===== src/source/codec_cfg_pkg.sv =====
/* Codec configuration package
   Bus word layout, device address, init register table and volume limits */

package codec_cfg_pkg;

  //////////////////////////////////////////////////////////////////////
  // One I2C write word, seen two ways
  //////////////////////////////////////////////////////////////////////
  typedef union packed {
    struct packed {
      logic [7:0]  dev_addr;   // Device address byte with write bit
      logic [15:0] reg_word;   // Raw register word as stored in the table
    } flat;
    struct packed {
      logic [7:0]  dev_addr;
      logic [6:0]  reg_addr;   // Codec register number
      logic [8:0]  reg_data;   // Codec register payload
    } codec;
  } i2c_word_u;

  localparam logic [7:0] CODEC_ADDR = 8'h34;  // Codec on the bus, write

  //////////////////////////////////////////////////////////////////////
  // Init table, sent in order after reset
  //////////////////////////////////////////////////////////////////////
  localparam int INIT_LEN = 10;

  localparam logic [0:INIT_LEN-1][15:0] INIT_TABLE = {
    16'h001A,   // Line-in left
    16'h021A,   // Line-in right
    16'h0479,   // Headphone left
    16'h0679,   // Headphone right
    16'h08F8,   // Analog path, DAC selected
    16'h0A06,   // Digital path, de-emphasis
    16'h0C00,   // Power, all on
    16'h0E01,   // Data format
    16'h1009,   // Sample rate control
    16'h1201    // Activate
  };

  // Headphone volume register, both channels
  localparam logic [6:0] HP_VOL_REG = 7'd2;

  localparam logic [6:0] VOL_RESET = 7'h79;
  localparam logic [6:0] VOL_MAX   = 7'h7F;  // +6 dB
  localparam logic [6:0] VOL_MIN   = 7'h00;

endpackage

===== src/source/i2c_req_if.sv =====
/* Write request channel from the sequencer to the bus master
   One word per request, completion and acknowledge status back */

`timescale 1ns/1ns

interface i2c_req_if import codec_cfg_pkg::*; ();

  logic      req_valid;  // Sequencer offers a word
  i2c_word_u req_word;   // Held while req_valid is high
  logic      req_ready;  // Master idle
  logic      done;       // Stop finished, single cycle
  logic      nack;       // Some byte not acknowledged, valid with done

  // Request side
  modport seq (
    output req_valid,
    output req_word,
    input  req_ready,
    input  done,
    input  nack
  );

  // Bus master side
  modport mst (
    input  req_valid,
    input  req_word,
    output req_ready,
    output done,
    output nack
  );

endinterface


===== src/source/audio_codec_cfg.sv =====
/* Audio codec configuration top level
   Init table writer and headphone volume buttons over an I2C write bus */

`timescale 1ns/1ns

module audio_codec_cfg #(
  parameter int CLK_FREQ = 50_000_000,  // System clock
  parameter int I2C_FREQ = 20_000       // Bus bit rate
) (
  input  logic iCLK,
  input  logic iRST_N,
  input  logic vol_up,
  input  logic vol_down,
  input  logic i2c_sda_in,   // Level on the open-drain SDA line
  output logic i2c_scl,
  output logic i2c_sda_oe,   // Pull SDA low when high
  output logic init_done
);

  logic [6:0] volume;
  logic       vol_change;

  i2c_req_if req_bus ();  // Sequencer to bus master

  //////////////////////////////////////////////////////////////////////
  // Blocks
  //////////////////////////////////////////////////////////////////////
  volume_ctrl u_vol (
    .iCLK       (iCLK),
    .iRST_N     (iRST_N),
    .vol_up     (vol_up),
    .vol_down   (vol_down),
    .volume     (volume),
    .vol_change (vol_change)
  );

  codec_cfg_seq u_seq (
    .iCLK       (iCLK),
    .iRST_N     (iRST_N),
    .volume     (volume),
    .vol_change (vol_change),
    .init_done  (init_done),
    .req        (req_bus.seq)
  );

  i2c_write_master #(
    .CLK_FREQ (CLK_FREQ),
    .I2C_FREQ (I2C_FREQ)
  ) u_mst (
    .iCLK       (iCLK),
    .iRST_N     (iRST_N),
    .i2c_sda_in (i2c_sda_in),
    .i2c_scl    (i2c_scl),
    .i2c_sda_oe (i2c_sda_oe),
    .req        (req_bus.mst)
  );

endmodule


===== src/source/i2c_write_master.sv =====
/* I2C write master
   Sends one three-byte word per request, samples each acknowledge */

`timescale 1ns/1ns

module i2c_write_master #(
  parameter int CLK_FREQ = 50_000_000,
  parameter int I2C_FREQ = 20_000
) (
  input  logic   iCLK,
  input  logic   iRST_N,
  input  logic   i2c_sda_in,   // Wired SDA level
  output logic   i2c_scl,
  output logic   i2c_sda_oe,   // High pulls SDA low
  i2c_req_if.mst req
);

  // Four ticks per bit
  localparam int TICK_DIV = CLK_FREQ / (4 * I2C_FREQ);
  localparam int DIV_W    = (TICK_DIV > 1) ? $clog2(TICK_DIV) : 1;

  // Slot numbers: start, 24 data bits with 3 ack slots, stop
  localparam logic [4:0] SLOT_START = 5'd0;
  localparam logic [4:0] SLOT_ACK0  = 5'd9;
  localparam logic [4:0] SLOT_ACK1  = 5'd18;
  localparam logic [4:0] SLOT_ACK2  = 5'd27;
  localparam logic [4:0] SLOT_STOP  = 5'd28;

  logic [DIV_W-1:0] div_cnt;
  logic             tick;
  logic             busy;
  logic [4:0]       slot;
  logic [1:0]       phase;       // Quarter of the current bit
  logic [23:0]      shift;       // Outgoing bits, MSB on the line
  logic             nack_q;
  logic             done_q;
  logic             sda_s1, sda_s2;
  logic             ack_slot;
  logic             scl_nxt, oe_nxt;

  //////////////////////////////////////////////////////////////////////
  // Quarter-bit tick
  //////////////////////////////////////////////////////////////////////
  assign tick = busy & (div_cnt == DIV_W'(TICK_DIV - 1));

  always_ff @(posedge iCLK or negedge iRST_N) begin
    if (!iRST_N)
      div_cnt <= '0;
    else if (!busy || tick)
      div_cnt <= '0;  // Every transfer starts on a fresh count
    else
      div_cnt <= div_cnt + 1'b1;
  end

  // SDA input synchronizer
  always_ff @(posedge iCLK or negedge iRST_N) begin
    if (!iRST_N) begin
      sda_s1 <= 1'b1;
      sda_s2 <= 1'b1;
    end else begin
      sda_s1 <= i2c_sda_in;
      sda_s2 <= sda_s1;
    end
  end

  assign ack_slot = (slot == SLOT_ACK0) | (slot == SLOT_ACK1) | (slot == SLOT_ACK2);

  //////////////////////////////////////////////////////////////////////
  // Bit sequencer
  //////////////////////////////////////////////////////////////////////
  always_ff @(posedge iCLK or negedge iRST_N) begin
    if (!iRST_N) begin
      busy   <= 1'b0;
      slot   <= SLOT_START;
      phase  <= 2'd0;
      nack_q <= 1'b0;
      done_q <= 1'b0;
    end else begin
      done_q <= 1'b0;
      if (!busy) begin
        if (req.req_valid) begin  // Accept, ready is high while idle
          busy   <= 1'b1;
          slot   <= SLOT_START;
          phase  <= 2'd0;
          nack_q <= 1'b0;
        end
      end else if (tick) begin
        // Middle of SCL high in an ack slot
        if (ack_slot && phase == 2'd1 && sda_s2)
          nack_q <= 1'b1;
        phase <= phase + 2'd1;
        if (phase == 2'd3) begin
          if (slot == SLOT_STOP) begin
            busy   <= 1'b0;
            done_q <= 1'b1;
          end else begin
            slot <= slot + 5'd1;
          end
        end
      end
    end
  end

  // Data shifter, advances after each data bit
  always_ff @(posedge iCLK) begin
    if (!busy && req.req_valid)
      shift <= req.req_word;
    else if (tick && phase == 2'd3 && slot != SLOT_START && slot != SLOT_STOP && !ack_slot)
      shift <= {shift[22:0], 1'b0};
  end

  //////////////////////////////////////////////////////////////////////
  // Line levels per slot and phase
  //////////////////////////////////////////////////////////////////////
  always_comb begin
    scl_nxt = 1'b1;  // Idle, both lines released
    oe_nxt  = 1'b0;
    if (busy) begin
      if (slot == SLOT_START) begin
        scl_nxt = (phase != 2'd3);  // SCL drops in the last quarter
        oe_nxt  = (phase != 2'd0);  // SDA falls while SCL high
      end else if (slot == SLOT_STOP) begin
        scl_nxt = (phase != 2'd0);
        oe_nxt  = (phase < 2'd2);   // SDA rises while SCL high
      end else begin
        scl_nxt = (phase == 2'd1) || (phase == 2'd2);
        oe_nxt  = ack_slot ? 1'b0 : ~shift[23];  // Ack slot released
      end
    end
  end

  always_ff @(posedge iCLK or negedge iRST_N) begin
    if (!iRST_N) begin
      i2c_scl    <= 1'b1;
      i2c_sda_oe <= 1'b0;
    end else begin
      i2c_scl    <= scl_nxt;
      i2c_sda_oe <= oe_nxt;
    end
  end

  assign req.req_ready = ~busy;
  assign req.done      = done_q;
  assign req.nack      = nack_q;

endmodule


===== src/source/codec_cfg_seq.sv =====
/* Codec configuration sequencer
   Walks the init table, retries refused writes, then sends volume updates */

`timescale 1ns/1ns

module codec_cfg_seq import codec_cfg_pkg::*; (
  input  logic       iCLK,
  input  logic       iRST_N,
  input  logic [6:0] volume,
  input  logic       vol_change,
  output logic       init_done,
  i2c_req_if.seq     req
);

  localparam int             IDX_W    = $clog2(INIT_LEN);
  localparam logic [IDX_W-1:0] LAST_IDX = IDX_W'(INIT_LEN - 1);

  // FSM states
  localparam logic [1:0] ST_OFFER   = 2'd0;  // Request on the channel
  localparam logic [1:0] ST_WAIT    = 2'd1;  // Transfer on the bus
  localparam logic [1:0] ST_ADVANCE = 2'd2;  // Pick what goes next

  logic [1:0]       state;
  logic [IDX_W-1:0] init_idx;
  logic             vol_pend;    // Change seen, not yet sent
  logic             valid_q;
  i2c_word_u        word_q;

  logic last_entry, vol_ready, acked, retry;
  logic tab_first, tab_next, vol_send, start_req;

  function automatic i2c_word_u table_word(input logic [IDX_W-1:0] idx);
    i2c_word_u w;
    w.flat.dev_addr = CODEC_ADDR;
    w.flat.reg_word = INIT_TABLE[idx];
    return w;
  endfunction

  function automatic i2c_word_u vol_word(input logic [6:0] vol);
    i2c_word_u w;
    w.codec.dev_addr = CODEC_ADDR;
    w.codec.reg_addr = HP_VOL_REG;
    w.codec.reg_data = {1'b1, 1'b1, vol};  // Both channels, zero cross, level
    return w;
  endfunction

  //////////////////////////////////////////////////////////////////////
  // Next request decisions
  //////////////////////////////////////////////////////////////////////
  assign last_entry = (init_idx == LAST_IDX);
  assign vol_ready  = vol_pend | vol_change;          // Latest volume is live
  assign acked      = (state == ST_WAIT) & req.done & ~req.nack;
  assign retry      = (state == ST_WAIT) & req.done & req.nack;

  assign tab_first = (state == ST_ADVANCE) & ~init_done;  // Only after reset
  assign tab_next  = acked & ~init_done & ~last_entry;
  // Volume goes out once the table is through and the bus is free
  assign vol_send  = vol_ready &
                     ((acked & (init_done | last_entry)) |
                      ((state == ST_ADVANCE) & init_done));
  assign start_req = tab_first | tab_next | vol_send | retry;

  //////////////////////////////////////////////////////////////////////
  // Control
  //////////////////////////////////////////////////////////////////////
  always_ff @(posedge iCLK or negedge iRST_N) begin
    if (!iRST_N) begin
      state     <= ST_ADVANCE;
      init_idx  <= '0;
      init_done <= 1'b0;
      vol_pend  <= 1'b0;
      valid_q   <= 1'b0;
    end else begin
      if (vol_change) vol_pend <= 1'b1;  // Merges presses while busy
      if (vol_send) vol_pend <= 1'b0;
      if (tab_next) init_idx <= init_idx + 1'b1;
      if (acked && last_entry) init_done <= 1'b1;  // Tenth ack

      case (state)
        ST_OFFER: begin
          if (req.req_ready) begin  // Taken this cycle
            valid_q <= 1'b0;
            state   <= ST_WAIT;
          end
        end
        ST_WAIT: begin
          if (req.done) begin
            if (start_req) begin
              valid_q <= 1'b1;
              state   <= ST_OFFER;
            end else begin
              state <= ST_ADVANCE;
            end
          end
        end
        default: begin
          if (start_req) begin
            valid_q <= 1'b1;
            state   <= ST_OFFER;
          end
        end
      endcase
    end
  end

  // Request word, kept as is on a retry
  always_ff @(posedge iCLK) begin
    if (tab_first)
      word_q <= table_word(init_idx);
    else if (tab_next)
      word_q <= table_word(init_idx + 1'b1);
    else if (vol_send)
      word_q <= vol_word(volume);
  end

  assign req.req_valid = valid_q;
  assign req.req_word  = word_q;

endmodule


===== src/source/volume_ctrl.sv =====
/* Headphone volume control
   Button edge detect and a saturating 7-bit volume register */

`timescale 1ns/1ns

module volume_ctrl import codec_cfg_pkg::*; (
  input  logic       iCLK,
  input  logic       iRST_N,
  input  logic       vol_up,      // Push button, active high
  input  logic       vol_down,
  output logic [6:0] volume,
  output logic       vol_change   // One pulse per real change
);

  logic up_q, up_qq;  // Sample stage, then edge stage
  logic dn_q, dn_qq;
  logic up_rise, dn_rise;

  //////////////////////////////////////////////////////////////////////
  // Button sampling
  //////////////////////////////////////////////////////////////////////
  always_ff @(posedge iCLK or negedge iRST_N) begin
    if (!iRST_N) begin
      up_q  <= 1'b0;
      up_qq <= 1'b0;
      dn_q  <= 1'b0;
      dn_qq <= 1'b0;
    end else begin
      up_q  <= vol_up;
      up_qq <= up_q;
      dn_q  <= vol_down;
      dn_qq <= dn_q;
    end
  end

  assign up_rise = up_q & ~up_qq;  // Rising edge one cycle after input
  assign dn_rise = dn_q & ~dn_qq;

  //////////////////////////////////////////////////////////////////////
  // Volume register
  //////////////////////////////////////////////////////////////////////
  always_ff @(posedge iCLK or negedge iRST_N) begin
    if (!iRST_N) begin
      volume     <= VOL_RESET;
      vol_change <= 1'b0;
    end else begin
      vol_change <= 1'b0;
      // Up wins over down on a shared edge
      if (up_rise) begin
        if (volume != VOL_MAX) begin
          volume     <= volume + 7'd1;
          vol_change <= 1'b1;
        end
      end else if (dn_rise) begin
        if (volume != VOL_MIN) begin
          volume     <= volume - 7'd1;
          vol_change <= 1'b1;
        end
      end
    end
  end

endmodule


===== config.mk =====
export PLATFORM = sky130hd
export DESIGN_NAME = audio_codec_cfg
export DESIGN_NICKNAME = d
export VERILOG_FILES = /design/src/source/codec_cfg_pkg.sv /design/src/source/i2c_req_if.sv /design/src/source/audio_codec_cfg.sv /design/src/source/i2c_write_master.sv /design/src/source/codec_cfg_seq.sv /design/src/source/volume_ctrl.sv
export SDC_FILE = /design/constraint.sdc
export NUM_CORES = 1
export LEC_CHECK = 0
export BUFFER_PORTS_ARGS = -buffer_cell sky130_fd_sc_hd__buf_2
export CORE_MARGIN = 5
export CORE_UTILIZATION = 50
export CTS_CLUSTER_DIAMETER = 50
export DETAILED_ROUTE_END_ITERATION = 10
export PLACE_DENSITY = 0.66
export SLEW_MARGIN = 20
export SYNTH_ARGS = -nofsm -noshare
export SYNTH_HDL_FRONTEND = slang
export SYNTH_SLANG_ARGS = --single-unit

===== constraint.sdc =====
create_clock -name iCLK -period 4.74 [get_ports iCLK]
set_input_delay 0.237 -clock iCLK [delete_from_list [all_inputs] [get_ports iCLK]]
set_output_delay 0.237 -clock iCLK [all_outputs]
set_load 0.01 [all_outputs]

Yosys cells after proc, flatten, opt, wreduce, memory -nomap -nowiden
Memories as Yosys holds them, arrays and structs flattened.
Index checks and enable logic that the tools add are counted.
{"block": "classes", "n_mux": 57, "magnitude_cmp": 3, "n_addsub": 6, "n_bitwise": 28, "eq_ne": 21, "n_reduce_logical": 30}
{"op": "$mux 16", "count": 8}
{"op": "$mux 1", "count": 29}
{"op": "$mux 7", "count": 4}
{"op": "$mux 5", "count": 5}
{"op": "$mux 24", "count": 1}
{"op": "$eq 5x5->1 const B", "count": 3}
{"op": "$mux 2", "count": 7}
{"op": "$and 1x1->1", "count": 12}
{"op": "$ne 2x2->1 const B", "count": 6}
{"op": "$reduce_bool 2->1", "count": 6}
{"op": "$add 10x1->10 const B", "count": 1}
{"op": "$eq 10x10->1 const B", "count": 1}
{"op": "$ge 5x5->1 const B", "count": 2}
{"op": "$mux 10", "count": 1}
{"op": "$not 4->5", "count": 2}
{"op": "$reduce_and 3->1", "count": 3}
{"op": "$logic_and 1x1->1", "count": 8}
{"op": "$or 1x1->1", "count": 8}
{"op": "$add 7x1->7 const B", "count": 1}
{"op": "$ne 7x7->1 const B", "count": 1}
{"op": "$reduce_bool 7->1", "count": 1}
{"op": "$sub 7x1->7 const B", "count": 1}
{"op": "$eq 2x2->1 const B", "count": 3}
{"op": "$not 1->1", "count": 6}
{"op": "19 further kinds", "count": 25}
{"block": "word_totals", "inputBits": 5, "rom_bits": 512, "mem_count": 2, "output_inout_bits": 3, "register_bits": 85, "elab_cells": 171}
{"name": "(name not given)", "words": 16, "word_bits": 16, "read_ports": 1, "rd_clocked_by_memory_dff": 0, "wr": 0, "line": "codec_cfg_seq.sv:35", "rtl": "w.flat.reg_word = INIT_TABLE[idx];"}
{"name": "(name not given)", "words": 16, "word_bits": 16, "read_ports": 1, "rd_clocked_by_memory_dff": 0, "wr": 0, "line": "codec_cfg_seq.sv:35"}

Longest topological paths before layout
Gate-level depths: netlist (run 1).
{"block": "depth", "ltp_word": 11, "depth_mapped": 8, "depth_no_buf": 7}

Cells and area by module
From an unflattened synthesis (run 1), not the netlist that was laid out.
{"block": "hier_totals", "hier_cells": 423, "area_unflattened_um2": 4377.9}
{"mod": "i2c_write_master", "seq_area_each_um2": 1325.0, "area_per_inst_um2": 2265.9, "instances": 1, "cells_each": 224}
{"mod": "codec_cfg_seq", "seq_area_each_um2": 616.8, "area_per_inst_um2": 1415.1, "instances": 1, "cells_each": 144}
{"mod": "volume_ctrl", "seq_area_each_um2": 306.5, "area_per_inst_um2": 696.9, "instances": 1, "cells_each": 55}

Worst setup path before layout (run 1)
OpenSTA, ideal clock, no wires.
{"block": "synth_path", "path_kind": "register to register", "from": "register u_mst.div_cnt[0]", "to": "register u_mst.shift[0] (enable)", "path_stages_with_launch": 8, "synth_period_minus_slack_ns": 3.705, "t_required_ns": 4.298, "setup_time_ns": 0.442, "arrival_ns": 3.263, "setup_slack_ns": 1.035, "path_buffers": 1, "cell_sequence": "dfrtp_1 -> inv_1 -> ha_1 -> nor4b_2 -> nand4b_2 -> or2_1 -> buf_2 -> o31ai_1"}
{"block": "synth_between", "elab_chain_cells": 7}
{"element": "start, declared", "line": "i2c_write_master.sv:29", "rtl": "logic [DIV_W-1:0] div_cnt;"}
{"element": "start signal, assigned", "line": "i2c_write_master.sv:52", "rtl": "div_cnt <= div_cnt + 1'b1;"}
{"element": "$eq 10x10->1", "line": "i2c_write_master.sv:44", "rtl": "assign tick = busy & (div_cnt == DIV_W'(TICK_DIV - 1));"}
{"element": "$and 1x1->1", "line": "i2c_write_master.sv:44"}
{"element": "$logic_and 1x1->1 (4 in a row)", "line": "i2c_write_master.sv:108", "rtl": "else if (tick && phase == 2'd3 && slot != SLOT_START && slot != SLOT_STOP && !ack_slot)"}
{"element": "$reduce_bool 2->1 (no source line)"}
{"element": "end signal, assigned", "line": "i2c_write_master.sv:107", "rtl": "shift <= req.req_word;"}
{"element": "end signal, assigned", "line": "i2c_write_master.sv:109", "rtl": "shift <= {shift[22:0], 1'b0};"}
{"element": "end, declared", "line": "i2c_write_master.sv:34", "rtl": "logic [23:0] shift;"}
No other way between the ends.
A chain may end at the register's enable or synchronous reset.

Final worst setup path (run 1)
Ends and elaborated chain as after synthesis.

==> impl_metrics.tcl, run 1 <==
set metrics [dict create \
    gr-total-overflow 0 \
    fillers 645 \
    dp_hpwl_mm 4.513 \
    ys_ff_latch 82 \
    grt_pass1_wl_mm 11.72 \
    yosysSeqAreaShare 0.5579 \
    synth.distinct_cells 54 \
    timing.hold.ws_ns 0.3616 \
    hold_viol 0 \
    path_cells "inv_1, ha_1, nor4b_2, nand4b_2, or2_1, o31ai_4, buf_8" \
    synth-main-ff-cell "edfxtp_1" \
    worst_slew_pin_slew_ns 0.9559 \
    rows 32 \
    p_total_mw 1.588 \
    antenna_left 0 \
    grt_pass1_vias 2582 \
    worst_ep_required_time_ns 4.79 \
    tns_ns 0 \
    pin_count 8 \
    power.density_nw_per_um2 360.5 \
    htreeDepth 3 \
    timing.reg2reg.setup_slack_ns 2.13 \
    maxSlewViolCount 0 \
    fin_skew_ns 0.008363 \
    clockBufferDepth 2 \
    syn_area_sq_um 4030 \
    routedWlPerCell_microns 13.59 \
    cts_setup_buffers 0 \
    insertion_delay_ns 0.34 \
    run_status "complete, no violations" \
    cp.arrival_ns 2.66 \
    vdd.ir_drop.worst_mv 0.2697 \
    place_congestion 0.8322 \
    final.min_clock_period_ns 2.609 \
    clk_pin_slew_ns 0.08 \
    cts_resized 0 \
    r2r-start "u_mst.div_cnt[0]$_DFF_PN0_" \
    synth_edf_count 37 \
    p_leak_nw 1.722 \
    avgSynthCellArea_sq_um 10.78 \
    setup_viol 0 \
    relSlewSlack 0.3627 \
    period_share 0.5503 \
    path_max_fanout 13 \
    rsz0062_at_grt "false" \
    io_buffers 7 \
    start_util 0.5162 \
    nNetsFinal 410 \
    dp_cells 471 \
    cap_violations 0 \
    slowest_delay_ns 0.57 \
    cts_buffers 9 \
    drive_above_1_share 0.09744 \
    grt_max_degree 46 \
    root_buffer "clkbuf_8" \
    dr.first_iter.drc_count 125 \
    grt_use_total 0.1466 \
    syn_nets 399 \
    multi_input_area_sq_um 1685 \
    dieArea_sq_um 9956 \
    final_cells 492 \
    tritoncts "yes" \
    synth_warnings 0 \
    drc 0 \
    numClockSinks 82 \
    syn_inst 374 \
    antennaDiodeCount 0 \
    final_util 0.5641 \
    die_h_microns 99.78 \
    via_count 2622 \
    crit_start "u_mst.div_cnt[0]$_DFF_PN0_" \
    worstSetupEndpointType "flop" \
    viasPerCell 5.329 \
    regArea_sq_um 2248 \
    slowest_stage "o31ai_4" \
    worst-setup-path-type "reg -> reg" \
    area_growth_pct 9.283 \
    cp-start-kind "flop" \
    die_w_microns 99.78 \
    async_flop_share 0.5488 \
    hp-start "u_mst.sda_s1$_DFF_PN1_" \
    fmax_mhz 383.4 \
    firstDrtPassIters 4 \
    core_area_sq_um 7807 \
    hp-class "reg -> reg" \
    antenna_found_initial 0 \
    routed_wl_mm 6.684 \
]
critical path: cells and delay by family, from the launching register on:
family / cells / cell delay, ns
compound gates: 1 / 0.57
fa+ha+maj: 1 / 0.14
buf+inv: 2 / 0.30
flops: 1 / 0.41
simple gates: 3 / 0.88
sequential cells by signal, summed over array words and instances, names as in the netlist, 2 cells and up:
| signal | flops |
|---|---|
| u_mst.shift | 24 |
| u_seq.req.req_word | 13 |
| u_mst.div_cnt | 10 |
| u_vol.volume | 7 |
| u_mst.slot | 5 |
| u_seq.init_idx | 4 |
| u_mst.phase | 2 |
| u_seq.state | 2 |
per-layer routing:
| metal | wire length, microns | global-route usage |
|---|---|---|
| met1 | 3193 | 0.1853 |
| met3 | 222 | 0.04170 |
| met2 | 3190 | 0.2442 |
| met5 | 0 | 0 |
| met4 | 76 | 0.04622 |
stage by stage:
stage	setup slack (ns)	cell area [sq um]
floorplan	1.035	4030
CTS	1.866	4370
detailed placement	1.869	4150
global route	1.920	4404
global placement	1.958	4150
finish	2.131	4404
report_power, final:
group,switching [mW],total [mW],internal [mW]
Clock,0.240,0.477,0.238
Combinational,0.122,0.256,0.135
Sequential,0.0537,0.854,0.800
Total,0.415,1.59,1.17
area by class of cell:
class / count / area share
clock buffer: 13 / 0.03864
clock inverter: 3 / 0.004545
inverter: 16 / 0.01364
multi-input combinational: 264 / 0.3827
sequential: 82 / 0.5105
tap: 102 / 0.02898
timing repair buffer: 12 / 0.02102
cell families after synthesis:
| logic type | Yosys count | share of synthesized area |
|---|---|---|
| xor gates and xnor gates | 22 | 0.04781 |
| muxes | 4 | 0.01304 |
| adders and majority gates | 20 | 0.06396 |
| buffers and inverters | 28 | 0.02887 |
| DFF | 82 | 0.5579 |
| and+or+nand+nor | 160 | 0.1937 |
| AOI/OAI and AO/OA | 58 | 0.09469 |
what timing repair did:
item / in CTS / in global routing
setup endpoints to repair: 0 / 0
hold buffers: 3 / 1
hold endpoints to repair: 3 / 36
synth_stat cells, types with 2 or more instances:
library cell / instances / area [sq um]
a211oi_1: 2 / 15.01
a21o_1: 8 / 60.06
a21oi_1: 14 / 70.07
a22o_1: 2 / 17.52
a31oi_1: 3 / 18.77
and2_1: 14 / 87.58
and3_1: 9 / 56.30
buf_2: 2 / 10.01
clkbuf_1: 8 / 30.03
dfrtp_1: 36 / 900.9
dfstp_2: 9 / 236.5
edfxtp_1: 37 / 1111
ha_1: 19 / 237.7
inv_1: 16 / 60.06
mux2_1: 2 / 22.52
mux2_4: 2 / 30.03
nand2_1: 59 / 221.5
nand2b_1: 8 / 50.05
nand3_1: 13 / 65.06
nand3b_1: 2 / 15.01
nand4_1: 2 / 12.51
nor2_1: 34 / 127.6
nor2b_1: 3 / 18.77
nor3_1: 6 / 30.03
o211ai_1: 2 / 15.01
o21ai_0: 2 / 10.01
o21ai_1: 9 / 45.04
o22ai_1: 2 / 12.51
o31ai_1: 3 / 22.52
o41ai_1: 2 / 17.52
xnor2_1: 13 / 113.9
xor2_1: 9 / 78.83
final timing paths:
check / endpoint / cells after the start
setup / recovery: u_mst.shift[0]$_SDFFCE_PN0P_ / 7
hold / removal: u_mst.sda_s2$_DFF_PN1_ / 0
setup reg to reg: u_mst.shift[0]$_SDFFCE_PN0P_ / 7
hold reg to reg: u_mst.sda_s2$_DFF_PN1_ / 0
max in group asynchronous: u_seq.state[1]$_DFFE_PN1P_ / 2
min in group asynchronous: u_mst.slot[1]$_DFFE_PN0P_ / 2
cell usage in the layout, fill, tap and decap left out, drive strengths merged, types with 11 or more instances in the layout:
master  count
a21oi      14
and2       14
clkbuf     13
dfrtp      36
edfxtp     37
ha         19
inv        17
nand2      59
nand3      13
nor2       35
o21ai      11
xnor2      13
Power figures use the tool's default switching activity.
==> run 2, diff against run 1 <==
- PLACE_DENSITY: 0.66 -> 0.68
- clock period: 4.74 -> 2.1 ns (I/O delays scaled with it)
==> impl_metrics.tcl, run 2 (same netlist as run 1, synthesis figures left out) <==
set metrics [dict create \
    run_status "complete, no violations" \
    slowest_stage "dfrtp_1" \
    maxSlewViolCount 0 \
    grt_pass1_wl_mm 12.74 \
    cp.arrival_ns 2.14 \
    worst_ep_required_time_ns 2.17 \
    worstSetupEndpointType "flop" \
    clkPwrFrac 0.336 \
    htreeDepth 3 \
    start_util 0.5162 \
    worst-setup-path-type "reg -> reg" \
    routedWlPerCell_microns 14.01 \
    tns_ns 0 \
    gr-total-overflow 0 \
    top_layer_used "met4" \
    p_leak_nw 1.989 \
    wl_met1_mm 3.459 \
    largest_register_ffs 24 \
    share_comb_of_total_power 0.182 \
    grt_pass1_vias 2722 \
    cts_buffers 9 \
    path_max_fanout 6 \
    hp-class "in -> async" \
    drc 0 \
    insertion_delay_ns 0.34 \
    p_int_mw 3.004 \
    nNetsFinal 442 \
    place_congestion 0.8346 \
    switching_power_mw 1.009 \
    met3WireLength_microns 211 \
    r2r_cells 8 \
    area_growth_pct 18.75 \
    cp-start-kind "flop" \
    placedInstanceArea_sq_um 4410 \
    period_share 0.9865 \
    clockBufferDepth 2 \
    r2r-start "u_mst.slot[1]$_DFFE_PN0P_" \
    dr.first_iter.drc_count 105 \
    pwr-share-seq 0.482 \
    final.min_clock_period_ns 2.072 \
    die_w_microns 99.78 \
    core_area_sq_um 7807 \
    numClockSinks 82 \
    setup_viol 0 \
    antennaDiodeCount 0 \
    top_register "u_mst.shift" \
    worst_slew_pin_slew_ns 0.6194 \
    r2r_end "u_mst.shift[14]$_SDFFCE_PP0P_" \
    fmax_mhz 482.7 \
    pin_count 8 \
    path_delay_family "simple AND/OR/NAND/NOR gates" \
    dp_hpwl_mm 5.064 \
    grt_max_degree 29 \
    wl_met2_mm 3.617 \
    drive_above_1_share 0.1825 \
    die_h_microns 99.78 \
    io_buffers 7 \
    final_cell_mix "59 x nand2_1, 37 x edfxtp_1, 35 x dfrtp_1" \
    path_buf_inv 3 \
    path_cells "inv_1, ha_1, nand4_1, nand3_1, or2_4, o31ai_4, buf_6, clkbuf_16" \
    firstDrtPassIters 4 \
    place_ws_ns -0.05374 \
    hold_viol 0 \
    fin_skew_ns 0.005432 \
    antenna_found_initial 0 \
    grt_use_total 0.1593 \
    viasPerCell 5.168 \
    p_sw_frac 0.2514 \
    layout_commonest_cell "nand2_1" \
    cap_violations 0 \
    rsz0062_at_grt "true" \
    routed_wl_mm 7.343 \
    clk_pin_slew_ns 0.08 \
    antenna_left 0 \
    tritoncts "yes" \
    dieArea_sq_um 9956 \
    relSlewSlack 0.5871 \
    via_count 2708 \
    setup_slack_ns 0.02840 \
    final_util 0.6130 \
    finalInstanceArea_sq_um 4786 \
    root_buffer "clkbuf_8" \
    power.density_nw_per_um2 838.4 \
    rows 32 \
    timing.hold.ws_ns 0.3303 \
    slowest_delay_ns 0.42 \
    timing.reg2reg.setup_slack_ns 0.03 \
    vdd.ir_drop.worst_mv 0.6477 \
]
-- run 2: changes by cell type in the layout (fill, tap and decap cells not counted), moves of 2 or more --
| cell | before | now |
|---|---|---|
| nor4b_2 | 2 | 0 |
| clkbuf_1 | 2 | 0 |
| buf_6 | 0 | 3 |
| bufinv_16 | 0 | 3 |
| buf_4 | 1 | 27 |
-- run 2: worst max path at each step --
stage / cells past startpoint / startpoint / end
5_1_grt: 8 / u_mst.div_cnt[0]$_DFF_PN0_ / u_mst.shift[14]$_SDFFCE_PP0P_
3_5_place_dp: 8 / u_vol.up_qq$_DFF_PN0_ / u_vol.volume[6]$_DFFE_PN1P_
2_1_floorplan: 7 / u_mst.div_cnt[0]$_DFF_PN0_ / u_mst.shift[0]$_SDFFCE_PN0P_
3_3_place_gp: 8 / u_vol.up_qq$_DFF_PN0_ / u_vol.volume[6]$_DFFE_PN1P_
6_report: 8 / u_mst.slot[1]$_DFFE_PN0P_ / u_mst.shift[14]$_SDFFCE_PP0P_
4_1_cts: 7 / u_mst.slot[0]$_DFFE_PN0P_ / u_mst.shift[0]$_SDFFCE_PN0P_
-- run 2: worst register-to-register path, delay by kind of cell, from the launching register on --
family                     cells  cell delay (ns)
DFF                            1             0.42
buffers and inverters          3             0.41
AOI/OAI and AO/OA              1             0.22
and+or+nand+nor                3             0.54
adders and majority gates      1             0.20
-- run 2: layout make-up --
class / instances / area, sq um
fillers: 677 / 3022
clock inverters: 7 / 116.4
well taps: 102 / 127.6
inverters: 16 / 60.06
flip-flops and latches: 82 / 2250
repair buffers: 44 / 381.6
clock buffers: 9 / 123.9
multi-input cells: 264 / 1727
-- run 2: per-stage QoR --
step | power [mW] | instances
2_1_floorplan | 2.434 | 374
3_3_place_gp | 2.669 | 499
3_5_place_dp | 2.686 | 499
4_1_cts | 4.052 | 519
5_1_grt | 4.227 | 524
6_report | 4.012 | 524
-- run 2: power by group through the flow --
stage	logic, mW	clock network (mW)	registers [mW]
after floorplan	0.510	0	1.92
after global placement	0.697	0	1.97
after detailed placement	0.718	0	1.97
after CTS	0.730	1.39	1.93
after global routing	0.822	1.46	1.95
final	0.731	1.35	1.93
-- run 2: routing by layer --
layer | GRT usage | vias up
met2 | 0.2586 | 31
li1 | - | 1384
met1 | 0.2109 | 1286
met5 | 0 | -
met3 | 0.04031 | 7
met4 | 0.04937 | 0
-- run 2: repair_timing --
action | 4_1_cts | 5_1_grt
gates resized for setup | 2 | 4
pin swaps | 0 | 2
hold buffers | 4 | 0
hold endpoints to repair | 22 | 0
buffers inserted | 0 | 2
setup endpoints to repair | 1 | 25
cloned | 0 | 3
==> run 3, diff against run 2 <==
- PLACE_DENSITY: 0.68 -> 0.66
- clock period: 2.1 -> 2.3 ns (I/O delays scaled with it)
==> impl_metrics.tcl, run 3 (same netlist as run 1, synthesis figures left out) <==
set metrics [dict create \
    place_ws_ns 0.03842 \
    layout_commonest_cell "nand2_1" \
    numClockSinks 82 \
    nNetsFinal 424 \
    hold_viol 0 \
    antenna_found_initial 0 \
    final_cell_mix "58 x nand2_1, 37 x edfxtp_1, 35 x dfrtp_1" \
    period_share 0.9257 \
    dr.first_iter.drc_count 131 \
    area_growth_pct 14.53 \
    setup_slack_ns 0.1709 \
    cp.arrival_ns 2.41 \
    dp_hpwl_mm 4.700 \
    setup_viol 0 \
    final.min_clock_period_ns 2.129 \
    rsz0062_at_grt "false" \
    pin_count 8 \
    rows 32 \
    start_util 0.5162 \
    insertion_delay_ns 0.35 \
    antenna_left 0 \
    run_status "complete, no violations" \
    cp-start-kind "flop" \
    cap_violations 0 \
    path_max_fanout 5 \
    routed_wl_mm 6.989 \
    relSlewSlack 0.5502 \
    root_buffer "clkbuf_8" \
    fillers 669 \
    worst-setup-path-type "reg -> reg" \
    tritoncts "yes" \
    final_util 0.5912 \
    grt_pass1_vias 2771 \
    fin_skew_ns 0.009647 \
    dieArea_sq_um 9956 \
    gr-total-overflow 0 \
    clk_pin_slew_ns 0.08 \
    via_count 2688 \
    worstSetupEndpointType "flop" \
    die_w_microns 99.78 \
    core_area_sq_um 7807 \
    vdd.ir_drop.worst_mv 0.5856 \
    drive_above_1_share 0.1386 \
    antennaDiodeCount 0 \
    top_register "u_mst.shift" \
    largest_register_ffs 24 \
    grt_use_total 0.1612 \
    routedWlPerCell_microns 13.81 \
    die_h_microns 99.78 \
    place_congestion 0.8685 \
    cts_setup_buffers 0 \
    worst_slew_pin_slew_ns 0.6653 \
    hp-class "in -> async" \
    clockBufferDepth 2 \
    timing.hold.ws_ns 0.3015 \
    grt_max_degree 46 \
    r2r_cells 7 \
    maxSlewViolCount 0 \
    drc 0 \
    power.density_nw_per_um2 798.2 \
    fmax_mhz 469.7 \
    htreeDepth 3 \
    firstDrtPassIters 4 \
    p_leak_nw 1.894 \
    viasPerCell 5.312 \
    grt_pass1_wl_mm 12.87 \
    io_buffers 7 \
    worst_ep_required_time_ns 2.58 \
    cts_buffers 9 \
    tns_ns 0 \
]
[run 3: cell types whose count changed in the layout (fill, tap and decap cells not counted), sizes merged]
cell	change
buf	-16
clkbuf	-2
clkinv	-1
bufinv	+1
[run 3: worst max-delay path: stages, from the launching register on]
cell      delay (ns)
dfstp_2         0.37
buf_4           0.15
fa_1            0.43
a211oi_1        0.22
nor2_1          0.09
and3_1          0.18
or4b_1          0.48
xnor2_1         0.15
[run 3: power by group]
| group | internal [mW] | leakage [nW] | switching, mW | total (mW) |
|---|---|---|---|---|
| Combinational | 0.312 | 0.944 | 0.287 | 0.599 |
| Clock | 0.831 | 0.127 | 0.519 | 1.35 |
| Sequential | 1.65 | 0.823 | 0.0873 | 1.74 |
| Total | 2.79 | 1.89 | 0.893 | 3.68 |
[run 3: per-layer routing]
layer	vias to the layer above	share of wire	track usage
li1	1348	-	-
met1	1283	0.48	0.2082
met3	15	0.040	0.04795
met5	-	0	0
met4	0	0.020	0.05462
met2	42	0.46	0.2601
[run 3: final timing paths]
kind | from | end | slack [ns]
worst max register to register | u_vol.volume[0]$_DFFE_PN1P_ | u_vol.volume[6]$_DFFE_PN1P_ | 0.17
worst min register to register | u_mst.sda_s1$_DFF_PN1_ | u_mst.sda_s2$_DFF_PN1_ | 0.36
worst min-delay path | iRST_N | u_mst.div_cnt[9]$_DFF_PN0_ | 0.30
worst max-delay path | u_vol.volume[0]$_DFFE_PN1P_ | u_vol.volume[6]$_DFFE_PN1P_ | 0.17
min in group iCLK | u_mst.sda_s1$_DFF_PN1_ | u_mst.sda_s2$_DFF_PN1_ | 0.36
max in group asynchronous | iRST_N | u_mst.slot[0]$_DFFE_PN0P_ | 1.59
[run 3: area by class of cell]
cell class | count | area (sq um) | area share
clock inverter | 7 | 140.1 | 0.03036
clock buffer | 9 | 123.9 | 0.02684
tap | 102 | 127.6 | 0.02765
inverter | 16 | 60.06 | 0.01301
timing repair buffer | 26 | 202.7 | 0.04391
multi-input combinational | 264 | 1712 | 0.3708
sequential | 82 | 2250 | 0.4874
[run 3: per-stage QoR]
step,area (sq um),power [mW],std cells
floorplan,4068,2.187,374
global placement,4293,2.344,486
detailed placement,4293,2.355,486
CTS,4599,3.729,506
global route,4616,3.897,506
finish,4616,3.684,506
[run 3: timing repair]
action,4_1_cts,5_1_grt
hold buffers,4,0
gates resized for setup,1,4
gates cloned,0,0
setup endpoints to repair,1,16
hold endpoints to repair,39,0
